[src/verilog/rv_isa_pkg.sv]
`default_nettype none

package rv_isa_pkg;

    // base widths of rv64i.
    localparam int unsigned xlen       = 64;
    localparam int unsigned ilen       = 32;
    localparam int unsigned reg_addr_w = 5;
    localparam int unsigned opcode_w   = 7;

    typedef logic [xlen-1:0]       xlen_t;
    typedef logic [ilen-1:0]       instr_t;
    typedef logic [reg_addr_w-1:0] reg_addr_t;
    typedef logic [opcode_w-1:0]   opcode_t;

    // field positions, identical in every format that carries the field.
    localparam int unsigned opcode_lsb = 0;
    localparam int unsigned rd_lsb     = 7;
    localparam int unsigned rs1_lsb    = 15;
    localparam int unsigned rs2_lsb    = 20;

    // x0 reads as zero and ignores writes.
    localparam reg_addr_t reg_zero = '0;

    // major opcodes, register-register and immediate arithmetic.
    localparam opcode_t opc_op        = 7'b0110011;
    localparam opcode_t opc_op_imm    = 7'b0010011;
    localparam opcode_t opc_op_32     = 7'b0111011;
    localparam opcode_t opc_op_imm_32 = 7'b0011011;

    // memory access.
    localparam opcode_t opc_load  = 7'b0000011;
    localparam opcode_t opc_store = 7'b0100011;

    // control transfer.
    localparam opcode_t opc_branch = 7'b1100011;
    localparam opcode_t opc_jal    = 7'b1101111;
    localparam opcode_t opc_jalr   = 7'b1100111;

    // upper immediates.
    localparam opcode_t opc_lui   = 7'b0110111;
    localparam opcode_t opc_auipc = 7'b0010111;

endpackage

`default_nettype wire
[src/verilog/pipe_pkg.sv]
`default_nettype none

package pipe_pkg;

    import rv_isa_pkg::*;

    // what an in-flight instruction will write back.
    // wr_none must stay at zero so a cleared entry reads as no writer.
    typedef enum logic [1:0] {
        wr_none = 2'd0,
        wr_alu  = 2'd1,
        wr_load = 2'd2
    } writer_class_e;

    // one instruction after decode.
    // rs1, rs2 and rd are the raw fields; the use flags and the writer
    // class tell which of them are meaningful for the format.
    typedef struct packed {
        xlen_t         pc;
        instr_t        instr;
        reg_addr_t     rs1;
        reg_addr_t     rs2;
        reg_addr_t     rd;
        logic          use_rs1;
        logic          use_rs2;
        writer_class_e writer;
    } decoded_t;

    // one pipeline stage slot, a bubble when valid is low.
    typedef struct packed {
        logic     valid;
        decoded_t dec;
    } inflight_t;

endpackage

`default_nettype wire

[src/verilog/hazard_stall.sv]
`default_nettype none

module hazard_stall
    import rv_isa_pkg::*;
    import pipe_pkg::*;
(
    input  logic      fetch_valid,
    input  decoded_t  id_dec,
    input  inflight_t ex_entry,
    input  inflight_t mem_entry,
    output logic      stall
);

    logic rs1_blocked;
    logic rs2_blocked;

    // true when the source is read and its value is not yet available.
    // any writer in ex is still computing; a load in mem has not returned.
    function automatic logic src_blocked(
        input logic      used,
        input reg_addr_t src,
        input inflight_t ex,
        input inflight_t mem
    );
        logic ex_hit;
        logic mem_hit;

        ex_hit  = ex.valid && (ex.dec.writer != wr_none) && (ex.dec.rd == src);
        mem_hit = mem.valid && (mem.dec.writer == wr_load) && (mem.dec.rd == src);
        return used && (src != reg_zero) && (ex_hit || mem_hit);
    endfunction

    assign rs1_blocked = src_blocked(id_dec.use_rs1, id_dec.rs1, ex_entry, mem_entry);
    assign rs2_blocked = src_blocked(id_dec.use_rs2, id_dec.rs2, ex_entry, mem_entry);

    // an empty fetch slot has nothing to hold back.
    assign stall = fetch_valid && (rs1_blocked || rs2_blocked);

endmodule

`default_nettype wire

[src/verilog/id_stage_top.sv]
`default_nettype none

module id_stage_top
    import rv_isa_pkg::*;
    import pipe_pkg::*;
(
    input  logic     clk,
    input  logic     rst_n,
    input  logic     fetch_valid,
    input  xlen_t    fetch_pc,
    input  instr_t   fetch_instr,
    output logic     stall,
    output logic     issue_valid,
    output decoded_t issue
);

    decoded_t  id_dec;
    inflight_t ex_entry;
    inflight_t mem_entry;

    instr_decoder u_instr_decoder (
        .instr (fetch_instr),
        .pc    (fetch_pc),
        .dec   (id_dec)
    );

    hazard_stall u_hazard_stall (
        .fetch_valid (fetch_valid),
        .id_dec      (id_dec),
        .ex_entry    (ex_entry),
        .mem_entry   (mem_entry),
        .stall       (stall)
    );

    inflight_tracker u_inflight_tracker (
        .clk         (clk),
        .rst_n       (rst_n),
        .fetch_valid (fetch_valid),
        .stall       (stall),
        .id_dec      (id_dec),
        .ex_entry    (ex_entry),
        .mem_entry   (mem_entry)
    );

    // the issued packet is whatever sits in ex.
    assign issue_valid = ex_entry.valid;
    assign issue       = ex_entry.dec;

endmodule

`default_nettype wire

[src/verilog/inflight_tracker.sv]
`default_nettype none

module inflight_tracker
    import pipe_pkg::*;
(
    input  logic      clk,
    input  logic      rst_n,
    input  logic      fetch_valid,
    input  logic      stall,
    input  decoded_t  id_dec,
    output inflight_t ex_entry,
    output inflight_t mem_entry
);

    logic     consume;

    logic     ex_valid;
    logic     mem_valid;
    decoded_t ex_dec;
    decoded_t mem_dec;

    // the id slot moves on only when it holds something and is not held.
    assign consume = fetch_valid && !stall;

    // occupancy of the two stages.
    always_ff @(posedge clk or negedge rst_n) begin
        if (!rst_n) begin
            ex_valid  <= 1'b0;
            mem_valid <= 1'b0;
        end else begin
            // ex gets a bubble whenever nothing was consumed.
            ex_valid  <= consume;
            mem_valid <= ex_valid;
        end
    end

    // instruction payload, only meaningful where the matching valid is set.
    always_ff @(posedge clk) begin
        if (consume) begin
            ex_dec <= id_dec;
        end
        mem_dec <= ex_dec;
    end

    assign ex_entry.valid  = ex_valid;
    assign ex_entry.dec    = ex_dec;
    assign mem_entry.valid = mem_valid;
    assign mem_entry.dec   = mem_dec;

endmodule

`default_nettype wire

[src/verilog/instr_decoder.sv]
`default_nettype none

module instr_decoder
    import rv_isa_pkg::*;
    import pipe_pkg::*;
(
    input  instr_t   instr,
    input  xlen_t    pc,
    output decoded_t dec
);

    opcode_t   opcode;
    reg_addr_t rs1;
    reg_addr_t rs2;
    reg_addr_t rd;

    logic      use_rs1;
    logic      use_rs2;
    logic      has_rd;
    logic      is_load;

    // the fields sit at the same place in every format.
    assign opcode = instr[opcode_lsb +: opcode_w];
    assign rs1    = instr[rs1_lsb +: reg_addr_w];
    assign rs2    = instr[rs2_lsb +: reg_addr_w];
    assign rd     = instr[rd_lsb +: reg_addr_w];

    // per-format use of the register fields.
    always_comb begin
        use_rs1 = 1'b0;
        use_rs2 = 1'b0;
        has_rd  = 1'b0;
        is_load = 1'b0;

        case (opcode)
            // r-type.
            opc_op, opc_op_32: begin
                use_rs1 = 1'b1;
                use_rs2 = 1'b1;
                has_rd  = 1'b1;
            end
            // i-type arithmetic and jalr.
            opc_op_imm, opc_op_imm_32, opc_jalr: begin
                use_rs1 = 1'b1;
                has_rd  = 1'b1;
            end
            opc_load: begin
                use_rs1 = 1'b1;
                has_rd  = 1'b1;
                is_load = 1'b1;
            end
            // s-type and b-type read both sources and write nothing.
            opc_store, opc_branch: begin
                use_rs1 = 1'b1;
                use_rs2 = 1'b1;
            end
            // u-type and j-type, the rs fields hold immediate bits.
            opc_lui, opc_auipc, opc_jal: begin
                has_rd = 1'b1;
            end
            default: begin
                // unknown opcode, treated as touching no register.
                use_rs1 = 1'b0;
            end
        endcase
    end

    always_comb begin
        dec.pc      = pc;
        dec.instr   = instr;
        dec.rs1     = rs1;
        dec.rs2     = rs2;
        dec.rd      = rd;
        dec.use_rs1 = use_rs1;
        dec.use_rs2 = use_rs2;

        // a write to x0 is discarded, so it never blocks anyone.
        if (!has_rd || rd == reg_zero) begin
            dec.writer = wr_none;
        end else if (is_load) begin
            dec.writer = wr_load;
        end else begin
            dec.writer = wr_alu;
        end
    end

endmodule

`default_nettype wire

[config.mk]
export PLATFORM = sky130hd
export DESIGN_NAME = id_stage_top
export DESIGN_NICKNAME = d
export VERILOG_FILES = /design/src/verilog/rv_isa_pkg.sv /design/src/verilog/pipe_pkg.sv /design/src/verilog/hazard_stall.sv /design/src/verilog/id_stage_top.sv /design/src/verilog/inflight_tracker.sv /design/src/verilog/instr_decoder.sv
export SDC_FILE = /design/constraint.sdc
export NUM_CORES = 1
export LEC_CHECK = 0
export BUFFER_PORTS_ARGS = -buffer_cell sky130_fd_sc_hd__buf_2
export CELL_PAD_IN_SITES_DETAIL_PLACEMENT = 0
export CELL_PAD_IN_SITES_GLOBAL_PLACEMENT = 1
export CORE_MARGIN = 3
export CORE_UTILIZATION = 30
export CTS_CLUSTER_SIZE = 24
export DETAILED_ROUTE_END_ITERATION = 8
export PLACE_DENSITY = 0.77
export SYNTH_ARGS = -nofsm -noshare
export SYNTH_HDL_FRONTEND = slang
export SYNTH_SLANG_ARGS = --single-unit
[constraint.sdc]
create_clock -name clk -period 3.8 [get_ports clk]
set_input_delay 0.76 -clock clk [delete_from_list [all_inputs] [get_ports clk]]
set_output_delay 0.76 -clock clk [all_outputs]
set_load 0.01 [all_outputs]
# Word-level counts from Yosys, hierarchy flattened

Index checks and enable logic that the tools add are counted.

Input bits: 99
Bits in latches: 0
Output and inout port bits: 117
Word-level logic and storage cells: 58
ROM bits: 0
Register bits after elaboration: 124
Memories: 0
Memory bits (writable): 0

Multipliers: 0
$add $sub $neg: 0
Div/mod/pow operators: 0
Shift-type cells: 0
$lt $le $gt $ge: 0
Muxes and demuxes: 5
Bitwise operators: 0
Reductions and logical operators: 25
Equality and inequality tests: 16

Operators by type and width:

| cell                                                                   | count |
|---|---|
| 7-bit by 6-bit equality test with 1-bit output (second input constant) | 4 |
| 7-bit by 5-bit equality test with 1-bit output (second input constant) | 3 |
| 7-bit equality test (second input constant)                            | 3 |
| 5-bit equality test                                                    | 4 |
| 1-bit logical AND                                                      | 12 |
| 5-bit nonzero test                                                     | 2 |
| 9-bit OR reduction                                                     | 1 |
| 8-bit OR reduction                                                     | 1 |
| 7-bit by 2-bit equality test with 1-bit output (second input constant) | 1 |
| 5-bit zero test                                                        | 1 |
| 1-bit logical OR                                                       | 4 |
| 1-bit 2-to-1 mux                                                       | 4 |
| 4-bit OR reduction                                                     | 1 |
| 2-bit equality test (second input constant)                            | 1 |
| 1-bit zero test                                                        | 2 |
| 2-bit 2-to-1 mux                                                       | 1 |
| 2-bit nonzero test                                                     | 1 |

# Logic depth before layout (Yosys ltp)

Depth after elaboration: 9
Mapped depth: 5
Gate-level depth less buffers: 5

# Hierarchy

A second synthesis with hierarchy kept.

Cells, all modules: 403
Area total of the unflattened synthesis: 7,083.0 um^2

By module, submodules not included:

| module           | cells an instance | area each (um^2) | times used | seq. area each (um^2) |
|---|---|---|---|---|
| inflight_tracker | 235               | 5,834.3          | 1          | 5,805.6 |
| instr_decoder    | 131               | 969.7            | 1          | 0.0 |
| hazard_stall     | 37                | 279.0            | 1          | 0.0 |

# Least setup slack after synthesis

OpenSTA, ideal clock, no wires.

Path type: input to register
From: input port fetch_instr[15]
To: register u_inflight_tracker.ex_dec (netlist bit u_inflight_tracker.ex_entry[0]) (enable)
Required time: 3,328 ps
Buffers on the path: 0
Stages: 3
Library setup time: 472 ps
Path slack: -558 ps
Arrival: 3,886 ps
Cells stage by stage: or4_1 o221ai_1 and3_1

Word-level cells in the longest chain between the ends: 8
Elaborated cells on any way between the ends: 12
Those cells by class: eq/ne: 2; reduce/logical: 10

Ends and longest elaborated chain:

| what                                          | RTL line                               | RTL |
|---|---|---|
| start, declared                               | id_stage_top.sv:11                     | `input instr_t fetch_instr,` |
| 5-bit equality test, on equally long branches | hazard_stall.sv:28, hazard_stall.sv:29 |  |
| 1-bit logical AND, on equally long branches   | hazard_stall.sv:28, hazard_stall.sv:29 |  |
| 1-bit logical OR                              | hazard_stall.sv:30                     | `return used && (src != reg_zero) && (ex_hit \|\| mem_hit);` |
| 1-bit logical AND *                           | hazard_stall.sv:30                     |  |
| 1-bit logical OR *                            | hazard_stall.sv:37                     | `assign stall = fetch_valid && (rs1_blocked \|\| rs2_blocked);` |
| 1-bit logical AND *                           | hazard_stall.sv:37                     |  |
| 1-bit zero test *                             | inflight_tracker.sv:23                 | `assign consume = fetch_valid && !stall;` |
| 1-bit logical AND *                           | inflight_tracker.sv:23                 |  |
| named net u_inflight_tracker.consume          | inflight_tracker.sv:15                 | `logic consume;` |
| end signal, assigned                          | inflight_tracker.sv:40                 | `ex_dec <= id_dec;` |
| end, declared                                 | inflight_tracker.sv:19                 | `decoded_t ex_dec;` |

Mark *: on every way through the listed nets, which the timed path passes. The rest lies on a longest branch.
A chain may end at the register's enable or synchronous reset.

# Worst setup path in the final report

From: input port fetch_instr[23]
To: output port stall

Word-level cells in the longest chain between the ends: 6
Elaborated cells on any way between the ends: 10
Those cells by class: eq/ne: 2; reduce/logical: 8

Ends and longest elaborated chain:

| what                                          | RTL line                               | RTL |
|---|---|---|
| 5-bit equality test, on equally long branches | hazard_stall.sv:28, hazard_stall.sv:29 |  |
| 1-bit logical AND, on equally long branches   | hazard_stall.sv:28, hazard_stall.sv:29 |  |
| 1-bit logical OR                              | hazard_stall.sv:30                     |  |
| 1-bit logical AND *                           | hazard_stall.sv:30                     |  |
| 1-bit logical OR *                            | hazard_stall.sv:37                     |  |
| 1-bit logical AND *                           | hazard_stall.sv:37                     |  |
| end, declared                                 | id_stage_top.sv:12                     | `output logic stall,` |

Mark *: on every way between the ends. The rest lies on a longest branch, timed or not.

==> impl_summary.md <==
Clock network
In this run the number of H-tree levels came out at 3. Once the clock tree was built, the resizer swapped 0 gates to a different size. The number of sinks handled by clock tree synthesis is 109.

The later pin in the worst-skew pair is clocked with a latency of 0.34 ns. The CTS tree is yes. After clock tree synthesis, the flow added hold-fix buffers numbering 0.

Clock tree synthesis inserted a total of 9 buffers. The number of buffers added for setup after CTS is 0. The clock passes through at most 2 buffers. CTS placed an instance of sky130_fd_sc_hd__clkbuf_16 at the clock tree root. Clock-pin slew was measured on the worst setup and hold paths at 0.07 ns.

Setup path
The slowest library cell on the worst path is sky130_fd_sc_hd__or4_1. In this run the critical register-to-register path is captured at u_inflight_tracker.ex_entry[9]. The endpoint type of the worst setup path is a primary output.

The critical-path maximum fanout is 4. Data on the critical path is required at its endpoint by 3.04 ns. The worst register-to-register path begins at u_inflight_tracker.mem_entry[4]. In this design, the critical path's most frequently occurring cell is sky130_fd_sc_hd__buf_2. Traced cell by cell, the critical path runs through buf_2, xnor2_1, nand4_1, or4_1, a211o_1, a21boi_1, buf_2. The category of the worst setup path launch point is an input port. Counting cells, the worst reg-to-reg path comes to 6.

The critical path class is in2out. Data on the critical path arrives at its endpoint at 2.19 ns. Setup slack on the worst reg-to-reg path comes out at roughly 1.5 ns. The peak per-stage delay on the critical path is 0.42 ns.

Pwr
In this run the power density over the cells is about 500 mW/mm^2. Across the VDD grid, the largest voltage drop is around 200 uV. The leakage power is 2.18 nW. Total power for the finished layout comes to 2.55 mW.

Route
The via count is 2,392. In the routed layout, each cell is associated on average with a via count of 4.42. After detailed routing, the total wire length is 8.96 mm. The number of nets with antenna violations after detailed routing is 0. The number of DRC violations after detailed routing is 0.

The routed length per placed instance is between 15 and 20 um. The detailed router's first-iteration violation count is around 170. The first detailed-routing pass took 4 iterations.

Global routing
The number of global-route vias before repair came to 2,403. For this run, the total global-route usage over all layers was measured as 0.127. For this run the aggregate overflow at the end of global routing stands at 0. The number of antenna violations at the first check in global routing was 0. The first global-routing pass estimated 12.7 mm of wire.

The pin count of the biggest net entering global routing is 101.

Placed design
In this run the tool buffered the top-level ports with 215 buffer cells. The wire-length estimate of the detail-placed layout is 6.96 mm. The congestion estimate from routability-driven global placement came to 0.734.

Synth
Ranked by instance count, the synthesized netlist is headed by 100 x sky130_fd_sc_hd__edfxtp_1, 15 x sky130_fd_sc_hd__buf_4, 14 x sky130_fd_sc_hd__xnor2_1, 7 x sky130_fd_sc_hd__dfxtp_1, 6 x sky130_fd_sc_hd__xor2_1. Sorting the synthesized cells by area gives the leading types as sky130_fd_sc_hd__edfxtp_1 81%, sky130_fd_sc_hd__dfxtp_1 3.8%, sky130_fd_sc_hd__xnor2_1 3.3%. Synthesis inferred 109 register bits. The number of nets in the synthesized netlist is 280. The cell count after synthesis came out at 181. In this run, synthesis inferred 100 flip-flops with an integrated enable.

The async set-or-reset flop fraction in the synthesized netlist is 0.0183. The cell area after synthesis is 0.00370 sq mm. The count of cell types in the netlist is 26.

The mean area per synthesized cell is 20.4 sq um. The Yosys step of the flow raised 0 warnings. Among all flip-flop cells after synthesis, the most frequent one is sky130_fd_sc_hd__edfxtp_1. In the post-synthesis netlist, the cell with the most instances is sky130_fd_sc_hd__edfxtp_1.

The share of the Yosys chip area taken by registers is 0.863. Of the post-synthesis cell area, the dominant cell type holds 0.812. The synthesized design spends more area on one cell type than any other, namely sky130_fd_sc_hd__edfxtp_1.

Flow run
The number of violations of the max-capacitance limit is 0.

STA
After routing, the total negative slack on setup checks comes to 0 ns. The final setup skew is 0.00750 ns. The number of hold violations in the final report was 0. The final period utilization is 0.778. For the pin with the worst max-slew slack, the measured transition is 0.590 ns.

Derived from the worst setup path, the maximum achievable clock frequency is ~340 MHz. Setup violations remaining at the end of the flow were counted as 0. In this run the tightest slew margin relative to its limit is 0.607. Setup repair after global routing left no endpoint under its margin. The number of pins exceeding their max-slew limit in the final report is 0. The routed design could run at a clock period as short as 2.95 ns.

Floorplanning
The die width is 117 um. In this run the vertical extent of the chip is between 100 and 150 um. ~220 I/O pins were placed. The effective utilization at floorplan is 0.316.

The core region is 0.0117 sq mm. The area enclosed by the die boundary is 0.0137 sq mm. The site row count is 39.

Status
The flow ran to the end, and the final reports show no timing, DRC or antenna violations.

Cells and area
The repair_antennas step left the layout with diodes totalling 0. The combined area of the multi-input logic cells is 390 sq um. The number of fill cells in the layout is 1,101. The sequential cell area in the final layout is 0.00319 sq mm. The final layout contains 492 nets.

The fraction of final layout cells with drive strength greater than 1 is 0.583. The area growth from synthesis to layout is 39.6%.

Worst hold path
The path class of the tightest hold or removal check is in2async.
-- final cells by class --
class	count	share of cell area
Sequential cell	109	0.618
Inverter	2	0.00145
Multi-Input combinational cell	55	0.0756
Clock buffer	10	0.0443
Clock inverter	6	0.0136
Timing Repair Buffer	216	0.212
Tap cell	143	0.0346
-- worst max-delay path: cells and delay by family --
family	cells	cell delay, ns
buffers and inverters	2	0.28
XOR/XNOR	1	0.14
AO/OA/AOI/OAI	2	0.46
AND/OR/NAND/NOR	2	0.55
-- power breakdown --
group	leakage, nW	internal (mW)	switching (mW)	total [mW]
logic	0.970	0.0964	0.116	0.213
clock network	0.147	0.517	0.419	0.936
registers	1.06	1.38	0.0242	1.41
total	2.18	2.00	0.559	2.55
-- layout by cell type (no fill, tap or decap), drive strengths merged, types with 2 or more instances in the layout --
cell / count
a21oi: 2
buf: 216
clkbuf: 10
clkinv: 3
dfrtp: 2
dfxtp: 7
edfxtp: 100
inv: 4
nand2: 5
nand4: 3
nor2: 4
nor3: 2
nor4: 3
or4: 4
xnor2: 14
xor2: 6
-- metrics by stage --
stage | util | setup WS (ns) | cells | hold WS (ns) | area [sq um]
floorplan | - | 0.581 | 181 | 0.429 | 3700
global placement | 0.415 | 0.830 | 525 | 0.381 | 4870
detailed placement | 0.415 | 0.824 | 525 | 0.398 | 4870
CTS | 0.441 | 0.818 | 541 | 0.170 | 5160
global route | 0.441 | 0.719 | 541 | 0.173 | 5160
finish | 0.441 | 0.845 | 541 | 0.190 | 5160
-- cells by family after synthesis --
family,after synthesis,share of synthesized area
flops,109,0.863
simple gates,25,0.0369
xor+xnor,20,0.0474
compound gates,10,0.0200
buf+inv,17,0.0325
-- metal layers --
metal | up-vias | global-route usage | wire (um)
li1 | 1108 | - | -
met1 | 1135 | 0.142 | 3280
met2 | 134 | 0.218 | 4610
met3 | 15 | 0.0411 | 877
met4 | 0 | 0.0673 | 196
met5 | - | 0 | 0
-- state kept, by name (all words and copies together) (netlist names) --
| register | count |
|---|---|
| u_inflight_tracker.ex_entry | 100 |
| u_inflight_tracker.ex_valid | 1 |
| u_inflight_tracker.mem_entry | 7 |
| u_inflight_tracker.mem_valid | 1 |
-- how the worst max path moves through the flow --
stage                               start                             end  slack [ns]  cells past startpoint
final                     fetch_instr[23]                           stall        0.85                      7
after global routing       fetch_instr[3]                           stall        0.72                      7
after CTS                 fetch_instr[20]                           stall        0.82                      7
after detailed placement  fetch_instr[20]                           stall        0.82                      7
after global placement    fetch_instr[21]                           stall        0.83                      7
after floorplan           fetch_instr[15]  u_inflight_tracker.ex_entry[0]        0.58                      3
Power figures use the tool's default switching activity.
